[config.mk]
export PLATFORM = sky130hd
export DESIGN_NAME = fir_top
export DESIGN_NICKNAME = d
export VERILOG_FILES = /design/src/fir_bus_pkg.sv /design/src/fir_dsp_pkg.sv /design/src/fir_buf_if.sv /design/src/fir_filter.sv /design/src/fir_sample_buffer.sv /design/src/fir_sample_counter.sv /design/src/fir_seq_fsm.sv /design/src/fir_top.sv /design/src/fir_wb_regs.sv
export VERILOG_INCLUDE_DIRS = /design/src
export SDC_FILE = /design/constraint.sdc
export NUM_CORES = 2
export LEC_CHECK = 0
export BUFFER_PORTS_ARGS = -buffer_cell sky130_fd_sc_hd__buf_2
export CAP_MARGIN = 0
export CORE_ASPECT_RATIO = 1.75
export CORE_UTILIZATION = 55
export DETAILED_ROUTE_END_ITERATION = 8
export PLACE_DENSITY_LB_ADDON = 0.08
export SLEW_MARGIN = 20
export SYNTH_ARGS = -nofsm -noshare
export SYNTH_HDL_FRONTEND = slang
export SYNTH_SLANG_ARGS = --single-unit
[constraint.sdc]
create_clock -name wb_clk_i -period 17.41 [get_ports wb_clk_i]
set_input_delay 3.482 -clock wb_clk_i [delete_from_list [all_inputs] [get_ports wb_clk_i]]
set_output_delay 3.482 -clock wb_clk_i [all_outputs]
set_load 0.03 [all_outputs]
[src/fir_config.svh]
`ifndef FIR_CONFIG_SVH
`define FIR_CONFIG_SVH

// samples per block
`define FIR_BUF_DEPTH 32

// buffer index width, must cover FIR_BUF_DEPTH
`define FIR_ADDR_W 5

// filter length
`define FIR_TAPS 8

`endif

[src/fir_bus_pkg.sv]
`default_nettype none

package fir_bus_pkg;

   typedef logic [31:0] wb_data_t;

   // word index, wb_adr_i[5:2]
   typedef enum logic [3:0] {
      REG_CTRL    = 4'd0,
      REG_WR_ADDR = 4'd1,
      REG_WR_DATA = 4'd2,
      REG_RD_ADDR = 4'd3,
      REG_STATUS  = 4'd4,
      REG_RD_DATA = 4'd5
   } reg_idx_e;

   // bit positions
   localparam int CTRL_START_BIT  = 0;
   localparam int CTRL_IRQ_EN_BIT = 1;
   localparam int STAT_BUSY_BIT   = 0;
   localparam int STAT_DONE_BIT   = 1;

endpackage

`default_nettype wire

[src/fir_dsp_pkg.sv]
`include "fir_config.svh"
`default_nettype none

package fir_dsp_pkg;

   typedef logic signed [15:0] sample_t;
   typedef logic signed [15:0] coef_t;
   typedef logic signed [31:0] acc_t;

   // symmetric low-pass taps
   localparam coef_t FIR_COEFS [`FIR_TAPS] = '{
      16'sd3, -16'sd5, 16'sd12, 16'sd40,
      16'sd40, 16'sd12, -16'sd5, 16'sd3
   };

endpackage

`default_nettype wire

[src/fir_buf_if.sv]
`include "fir_config.svh"
`default_nettype none

interface fir_buf_if #(
   parameter type payload_t = logic [15:0]
);

   logic                   wr_en;
   logic [`FIR_ADDR_W-1:0] wr_addr;
   payload_t               wr_data;
   logic [`FIR_ADDR_W-1:0] rd_addr;
   payload_t               rd_data;

   modport writer (output wr_en, wr_addr, wr_data);
   modport reader (output rd_addr, input rd_data);
   modport mem    (input wr_en, wr_addr, wr_data, rd_addr, output rd_data);

endinterface

`default_nettype wire

[src/fir_filter.sv]
`include "fir_config.svh"
`default_nettype none

module fir_filter (
   input  wire logic                 wb_clk_i,
   input  wire logic                 wb_rst_i,
   input  wire logic                 clr_i,
   input  wire logic                 in_valid_i,
   input  wire fir_dsp_pkg::sample_t in_sample_i,
   output logic                      out_valid_o,
   output fir_dsp_pkg::acc_t         out_acc_o
);

   // dly_q[0] holds x[n-1]
   fir_dsp_pkg::sample_t dly_q [`FIR_TAPS-1];
   fir_dsp_pkg::acc_t    sum_d;

   always_comb begin
      sum_d = fir_dsp_pkg::acc_t'(in_sample_i) *
              fir_dsp_pkg::acc_t'(fir_dsp_pkg::FIR_COEFS[0]);
      for (int k = 1; k < `FIR_TAPS; k++) begin
         sum_d = sum_d + fir_dsp_pkg::acc_t'(dly_q[k-1]) *
                         fir_dsp_pkg::acc_t'(fir_dsp_pkg::FIR_COEFS[k]);
      end
   end

   always_ff @(posedge wb_clk_i) begin
      if (clr_i) begin
         for (int k = 0; k < `FIR_TAPS - 1; k++) begin
            dly_q[k] <= '0;
         end
      end else if (in_valid_i) begin
         dly_q[0] <= in_sample_i;
         for (int k = 1; k < `FIR_TAPS - 1; k++) begin
            dly_q[k] <= dly_q[k-1];
         end
      end
   end

   always_ff @(posedge wb_clk_i) begin
      if (wb_rst_i) begin
         out_valid_o <= 1'b0;
      end else begin
         out_valid_o <= in_valid_i;
      end
   end

   always_ff @(posedge wb_clk_i) begin
      if (in_valid_i) begin
         out_acc_o <= sum_d;
      end
   end

endmodule

`default_nettype wire

[src/fir_sample_buffer.sv]
`include "fir_config.svh"
`default_nettype none

module fir_sample_buffer #(
   parameter type payload_t = logic [15:0]
) (
   input  wire logic wb_clk_i,
   fir_buf_if.mem    bus
);

   payload_t mem_q [`FIR_BUF_DEPTH];

   always_ff @(posedge wb_clk_i) begin
      if (bus.wr_en) begin
         mem_q[bus.wr_addr] <= bus.wr_data;
      end
   end

   // asynchronous read port
   assign bus.rd_data = mem_q[bus.rd_addr];

endmodule

`default_nettype wire

[src/fir_sample_counter.sv]
`include "fir_config.svh"
`default_nettype none

module fir_sample_counter (
   input  wire logic             wb_clk_i,
   input  wire logic             wb_rst_i,
   input  wire logic             clr_i,
   input  wire logic             en_i,
   output logic [`FIR_ADDR_W-1:0] idx_o,
   output logic                  last_o
);

   localparam logic [`FIR_ADDR_W-1:0] LAST_IDX = `FIR_ADDR_W'(`FIR_BUF_DEPTH - 1);

   always_ff @(posedge wb_clk_i) begin
      if (wb_rst_i || clr_i) begin
         idx_o <= '0;
      end else if (en_i) begin
         // wraps past the last index
         idx_o <= idx_o + `FIR_ADDR_W'(1);
      end
   end

   assign last_o = idx_o == LAST_IDX;

endmodule

`default_nettype wire

[src/fir_seq_fsm.sv]
`default_nettype none

module fir_seq_fsm (
   input  wire logic wb_clk_i,
   input  wire logic wb_rst_i,
   input  wire logic start_i,
   input  wire logic feed_last_i,
   input  wire logic store_last_i,
   input  wire logic out_valid_i,
   output logic      busy_o,
   output logic      clr_o,
   output logic      feed_en_o,
   output logic      store_clr_o,
   output logic      done_pulse_o
);

   typedef enum logic [1:0] {
      IDLE,
      FEED,
      DRAIN
   } state_e;

   state_e state_q;
   state_e state_d;

   always_ff @(posedge wb_clk_i) begin
      if (wb_rst_i) begin
         state_q <= IDLE;
      end else begin
         state_q <= state_d;
      end
   end

   always_comb begin
      state_d = state_q;
      case (state_q)
         IDLE:    if (start_i) state_d = FEED;
         FEED:    if (feed_last_i) state_d = DRAIN;
         // last result leaves the filter one cycle after the last sample
         DRAIN:   if (store_last_i && out_valid_i) state_d = IDLE;
         default: state_d = IDLE;
      endcase
   end

   assign busy_o       = state_q != IDLE;
   assign clr_o        = state_q == IDLE && start_i;
   assign store_clr_o  = clr_o;
   assign feed_en_o    = state_q == FEED;
   assign done_pulse_o = state_q == DRAIN && store_last_i && out_valid_i;

endmodule

`default_nettype wire

[src/fir_top.sv]
`include "fir_config.svh"
`default_nettype none

module fir_top (
   input  wire logic        wb_clk_i,
   input  wire logic        wb_rst_i,
   input  wire logic [31:0] wb_adr_i,
   input  wire logic [31:0] wb_dat_i,
   // full-word accesses only, byte lanes not decoded
   input  wire logic [3:0]  wb_sel_i,
   input  wire logic        wb_we_i,
   input  wire logic        wb_stb_i,
   input  wire logic        wb_cyc_i,
   output logic [31:0]      wb_dat_o,
   output logic             wb_ack_o,
   output logic             int_o
);

   logic                   start;
   logic                   busy;
   logic                   done_pulse;
   logic                   clr;
   logic                   store_clr;
   logic                   feed_en;
   logic                   feed_last;
   logic                   store_last;
   logic [`FIR_ADDR_W-1:0] feed_idx;
   logic [`FIR_ADDR_W-1:0] store_idx;
   logic                   out_valid;
   fir_dsp_pkg::acc_t      out_acc;

   fir_buf_if #(.payload_t(fir_dsp_pkg::sample_t)) in_buf ();
   fir_buf_if #(.payload_t(fir_dsp_pkg::acc_t))    out_buf ();

   assign in_buf.rd_addr  = feed_idx;
   assign out_buf.wr_en   = out_valid;
   assign out_buf.wr_addr = store_idx;
   assign out_buf.wr_data = out_acc;

   fir_wb_regs u_wb_regs (
      .wb_clk_i     (wb_clk_i),
      .wb_rst_i     (wb_rst_i),
      .wb_adr_i     (wb_adr_i),
      .wb_dat_i     (wb_dat_i),
      .wb_we_i      (wb_we_i),
      .wb_stb_i     (wb_stb_i),
      .wb_cyc_i     (wb_cyc_i),
      .busy_i       (busy),
      .done_pulse_i (done_pulse),
      .wb_dat_o     (wb_dat_o),
      .wb_ack_o     (wb_ack_o),
      .start_o      (start),
      .int_o        (int_o),
      .in_wr_o      (in_buf),
      .out_rd_o     (out_buf)
   );

   fir_seq_fsm u_seq_fsm (
      .wb_clk_i     (wb_clk_i),
      .wb_rst_i     (wb_rst_i),
      .start_i      (start),
      .feed_last_i  (feed_last),
      .store_last_i (store_last),
      .out_valid_i  (out_valid),
      .busy_o       (busy),
      .clr_o        (clr),
      .feed_en_o    (feed_en),
      .store_clr_o  (store_clr),
      .done_pulse_o (done_pulse)
   );

   fir_sample_counter u_feed_cnt (
      .wb_clk_i (wb_clk_i),
      .wb_rst_i (wb_rst_i),
      .clr_i    (clr),
      .en_i     (feed_en),
      .idx_o    (feed_idx),
      .last_o   (feed_last)
   );

   fir_sample_counter u_store_cnt (
      .wb_clk_i (wb_clk_i),
      .wb_rst_i (wb_rst_i),
      .clr_i    (store_clr),
      .en_i     (out_valid),
      .idx_o    (store_idx),
      .last_o   (store_last)
   );

   fir_sample_buffer #(.payload_t(fir_dsp_pkg::sample_t)) u_in_buf (
      .wb_clk_i (wb_clk_i),
      .bus      (in_buf)
   );

   fir_sample_buffer #(.payload_t(fir_dsp_pkg::acc_t)) u_out_buf (
      .wb_clk_i (wb_clk_i),
      .bus      (out_buf)
   );

   fir_filter u_filter (
      .wb_clk_i    (wb_clk_i),
      .wb_rst_i    (wb_rst_i),
      .clr_i       (clr),
      .in_valid_i  (feed_en),
      .in_sample_i (in_buf.rd_data),
      .out_valid_o (out_valid),
      .out_acc_o   (out_acc)
   );

endmodule

`default_nettype wire

[src/fir_wb_regs.sv]
`include "fir_config.svh"
`default_nettype none

module fir_wb_regs (
   input  wire logic                 wb_clk_i,
   input  wire logic                 wb_rst_i,
   input  wire fir_bus_pkg::wb_data_t wb_adr_i,
   input  wire fir_bus_pkg::wb_data_t wb_dat_i,
   input  wire logic                 wb_we_i,
   input  wire logic                 wb_stb_i,
   input  wire logic                 wb_cyc_i,
   input  wire logic                 busy_i,
   input  wire logic                 done_pulse_i,
   output fir_bus_pkg::wb_data_t     wb_dat_o,
   output logic                      wb_ack_o,
   output logic                      start_o,
   output logic                      int_o,
   fir_buf_if.writer                 in_wr_o,
   fir_buf_if.reader                 out_rd_o
);

   fir_bus_pkg::reg_idx_e  reg_idx;
   logic                   wr_stb;
   logic [`FIR_ADDR_W-1:0] wr_addr_q;
   logic [`FIR_ADDR_W-1:0] rd_addr_q;
   logic [15:0]            wr_data_q;
   logic                   irq_en_q;
   logic                   done_q;

   assign reg_idx  = fir_bus_pkg::reg_idx_e'(wb_adr_i[5:2]);
   assign wb_ack_o = wb_stb_i & wb_cyc_i;
   assign wr_stb   = wb_ack_o & wb_we_i;

   always_ff @(posedge wb_clk_i) begin
      if (wb_rst_i) begin
         start_o   <= 1'b0;
         irq_en_q  <= 1'b0;
         wr_addr_q <= '0;
         rd_addr_q <= '0;
         wr_data_q <= '0;
         done_q    <= 1'b0;
      end else begin
         // one-cycle pulse, never held
         start_o <= wr_stb && reg_idx == fir_bus_pkg::REG_CTRL &&
                    wb_dat_i[fir_bus_pkg::CTRL_START_BIT];
         if (wr_stb) begin
            case (reg_idx)
               fir_bus_pkg::REG_CTRL:    irq_en_q  <= wb_dat_i[fir_bus_pkg::CTRL_IRQ_EN_BIT];
               fir_bus_pkg::REG_WR_ADDR: wr_addr_q <= wb_dat_i[`FIR_ADDR_W-1:0];
               fir_bus_pkg::REG_WR_DATA: wr_data_q <= wb_dat_i[15:0];
               fir_bus_pkg::REG_RD_ADDR: rd_addr_q <= wb_dat_i[`FIR_ADDR_W-1:0];
               default: ;
            endcase
         end
         // a finishing block wins over a late start
         if (done_pulse_i) begin
            done_q <= 1'b1;
         end else if (start_o) begin
            done_q <= 1'b0;
         end
      end
   end

   // input buffer is frozen while a block runs
   assign in_wr_o.wr_en   = wr_stb && reg_idx == fir_bus_pkg::REG_WR_DATA && !busy_i;
   assign in_wr_o.wr_addr = wr_addr_q;
   assign in_wr_o.wr_data = wb_dat_i[15:0];

   assign out_rd_o.rd_addr = rd_addr_q;

   assign int_o = done_q & irq_en_q;

   always_comb begin
      wb_dat_o = '0;
      case (reg_idx)
         fir_bus_pkg::REG_CTRL:    wb_dat_o[fir_bus_pkg::CTRL_IRQ_EN_BIT] = irq_en_q;
         fir_bus_pkg::REG_WR_ADDR: wb_dat_o[`FIR_ADDR_W-1:0] = wr_addr_q;
         fir_bus_pkg::REG_WR_DATA: wb_dat_o[15:0] = wr_data_q;
         fir_bus_pkg::REG_RD_ADDR: wb_dat_o[`FIR_ADDR_W-1:0] = rd_addr_q;
         fir_bus_pkg::REG_STATUS: begin
            wb_dat_o[fir_bus_pkg::STAT_BUSY_BIT] = busy_i;
            wb_dat_o[fir_bus_pkg::STAT_DONE_BIT] = done_q;
         end
         fir_bus_pkg::REG_RD_DATA: wb_dat_o = out_rd_o.rd_data;
         default: wb_dat_o = '0;
      endcase
   end

endmodule

`default_nettype wire

==> run metrics <==
Slew headroom=0.239; drt drc=0; GP Congestion=0.874; initial core utilization=0.555; CTS tree=yes; Nets=5,016; first-pass GRT wire length=272,000 microns; Crit Path Class=register to register; initial antenna violation count=7; htree depth=4; DIE WIDTH=287 microns; cell taking the most area after synthesis=edfxtp_1; Peak VDD IR=0.000108 V; CTS Hold Bufs=0; CP max FO=42; Post-synth top cells=edfxtp_1, mux4_2, ha_1, inv_1, nor2_1; yosys synthesis warning count=0; placed cell area=81,200 sq um; CTS Sinks=1,732; clock root buffer master=clkbuf_16; CTS clk-pin slew, worst paths=70 ps; final critical-path share of the clock period=0.593; most frequent cell after synthesis=edfxtp_1; syn avg cell area=18.1 sq um; number of buffers created by CTS=153; Routed WL per cell=29.0 microns; DP HPWL=120,000 microns; unrepaired setup endpoints after global routing=no; count of cell types in the netlist=74; crit path DAT=10,850 ps; Pleak=28.8 nW; final wirelength=187,000 microns; Final Critical Period=10,320 ps; max-slew violation count=0; fin util=0.612; Max Cap Viol=0; CP most frequent cell=fa_1; EDFF count, synth=1,680; CP Launch Type=register; Yosys top cell area share=0.645; Power Total=8.39 mW; Core Area=141,000 sq um; die height=501 microns; First-pass DRT Iterations=8; outcome=finished, final reports clean; Final ANT Viol Nets=0; cell area after layout=86,200 sq um; vias in the first global route=41,200; clock buffer depth=3; setup violators final=0; required time at the worst-slack endpoint=17,940 ps; PD cells=97.3 nW/um^2; Yosys reg bits=1,732; largest net degree at the start of global routing=94; vias per cell=6.11; Seq/Total Area, Yosys=0.658; Syn Inst Count=4,319; top cells by area, synth=edfxtp_1, mux4_2, ha_1, fa_1, inv_1; clock skew after layout=49.2 ps; Worst-Margin Slew=1130 ps; Fin Setup TNS=0 ps; hold crit path type=register to register; Overflow after GRT=0; buffer count from post-CTS setup fixing=0; share of cells above drive strength 1=0.205; Row Count=182; Ports=107; number of port buffers=58; Max Freq=0.0969 GHz; DR vias=39,400; total track usage=0.266; Mapped Area=78,200 sq um; 1st-iter DRT viols=3,004; Largest stage delay, worst path=780 ps; Synth async-reset ratio=0; Skew-Pair Late Insertion Delay=800 ps; syn nets=4,864; WP buf/inv=4; Die Area=144,000 sq um; CP delay by family, top=adder cells; Fillers=10,200; # resized after CTS=0; slowest stage cell, crit path=buf_4; Layout Area Growth over Synthesis=10.2%; Post-synth top flop=edfxtp_1; FF-to-FF setup slack=7090 ps; Hold Vio Cnt, Final=0; crit path capture type=register
## stage by stage
stage / setup slack (ps) / hold slack [ps] / cells
2_1_floorplan: 8970 / 437 / 4319
3_3_place_gp: 7020 / 445 / 6156
3_5_place_dp: 7000 / 450 / 6156
4_1_cts: 6930 / 460 / 6436
5_1_grt: 6580 / 474 / 6441
6_report: 7090 / 456 / 6445
## sequential cells by signal, summed over array words and instances (netlist names), named ones only
name / cells
u_feed_cnt.idx_o: 5
u_filter.dly_q: 112
u_filter.out_acc_o: 32
u_filter.out_valid_o: 1
u_in_buf.mem_q: 512
u_out_buf.mem_q: 1024
u_seq_fsm.state_q: 2
u_store_cnt.idx_o: 5
u_wb_regs.done_q: 1
u_wb_regs.in_wr_o.wr_addr: 5
u_wb_regs.irq_en_q: 1
u_wb_regs.out_rd_o.rd_addr: 5
u_wb_regs.start_o: 1
u_wb_regs.wr_data_q: 16
## path summary, 6_finish.rpt
| check | cells after the start | startpoint | endpoint |
|---|---|---|---|
| max | 28 | register | u_filter.out_acc_o[25]$_DFFE_PP_ |
| min | 2 | u_wb_regs.wr_data_q[6]$_SDFFE_PP0P_ | u_wb_regs.wr_data_q[6]$_SDFFE_PP0P_ |
| max reg2reg | 28 | register | u_filter.out_acc_o[25]$_DFFE_PP_ |
| min reg2reg | 2 | u_wb_regs.wr_data_q[6]$_SDFFE_PP0P_ | u_wb_regs.wr_data_q[6]$_SDFFE_PP0P_ |
## power by group
part	internal (mW)	total (mW)	switching, mW
combinational	0.138	0.429	0.290
sequential	4.54	4.54	0.00310
clock	1.89	3.42	1.54
total	6.56	8.39	1.83
## cell usage in the layout, fill, tap and decap left out, types with 45 or more instances in the layout
master and n:
and2_1 81, o21ai_0 45, clkbuf_16 154, nor2_1 182, mux2_2 49, buf_2 58, inv_1 286, edfxtp_1 1680
a21oi_1 123, fa_1 162, mux4_2 461, nand2_1 112, buf_4 93, xnor2_1 76, xor2_1 59, ha_1 310
## worst register-to-register path, delay by kind of cell (launching register included)
kind,cells,cell delay (ps)
mux,3,1430
flops,1,600
fa+ha+maj,7,2870
buf+inv,4,1550
xor+xnor,2,880
simple gates,2,460
compound gates,10,2260
## layout make-up
cell class	instances	area, sq um	area share
Clock inverter	82	963	0.0112
Antenna cell	9	22.5	0.000261
Tap cell	1840	2300	0.0267
Inverter	287	1080	0.0125
Multi-Input combinational cell	2145	25300	0.293
Timing Repair Buffer	152	1010	0.0117
Sequential cell	1732	51500	0.597
Clock buffer	198	4080	0.0473
## per-layer routing
metal / vias up / routed length [microns] / global-route usage
li1: 17200 / - / -
met1: 20800 / 67900 / 0.312
met2: 1068 / 103000 / 0.491
met3: 309 / 7960 / 0.0308
met4: 6 / 8160 / 0.110
met5: - / 34 / 0
## cell families (layout without fill, tap and decap cells)
logic type / Yosys count / in the layout / synth area share
buffers and inverters: 442 / 719 / 0.0230
XOR/XNOR: 135 / 135 / 0.0151
adder cells (fa/ha/maj): 472 / 472 / 0.0910
AND/OR/NAND/NOR: 597 / 597 / 0.0360
other: 0 / 9 / 0
flip-flops: 1732 / 1732 / 0.658
multiplexers: 553 / 553 / 0.145
AO/OA/AOI/OAI: 388 / 388 / 0.0316
No activity file was read; power rests on OpenSTA's default activity.
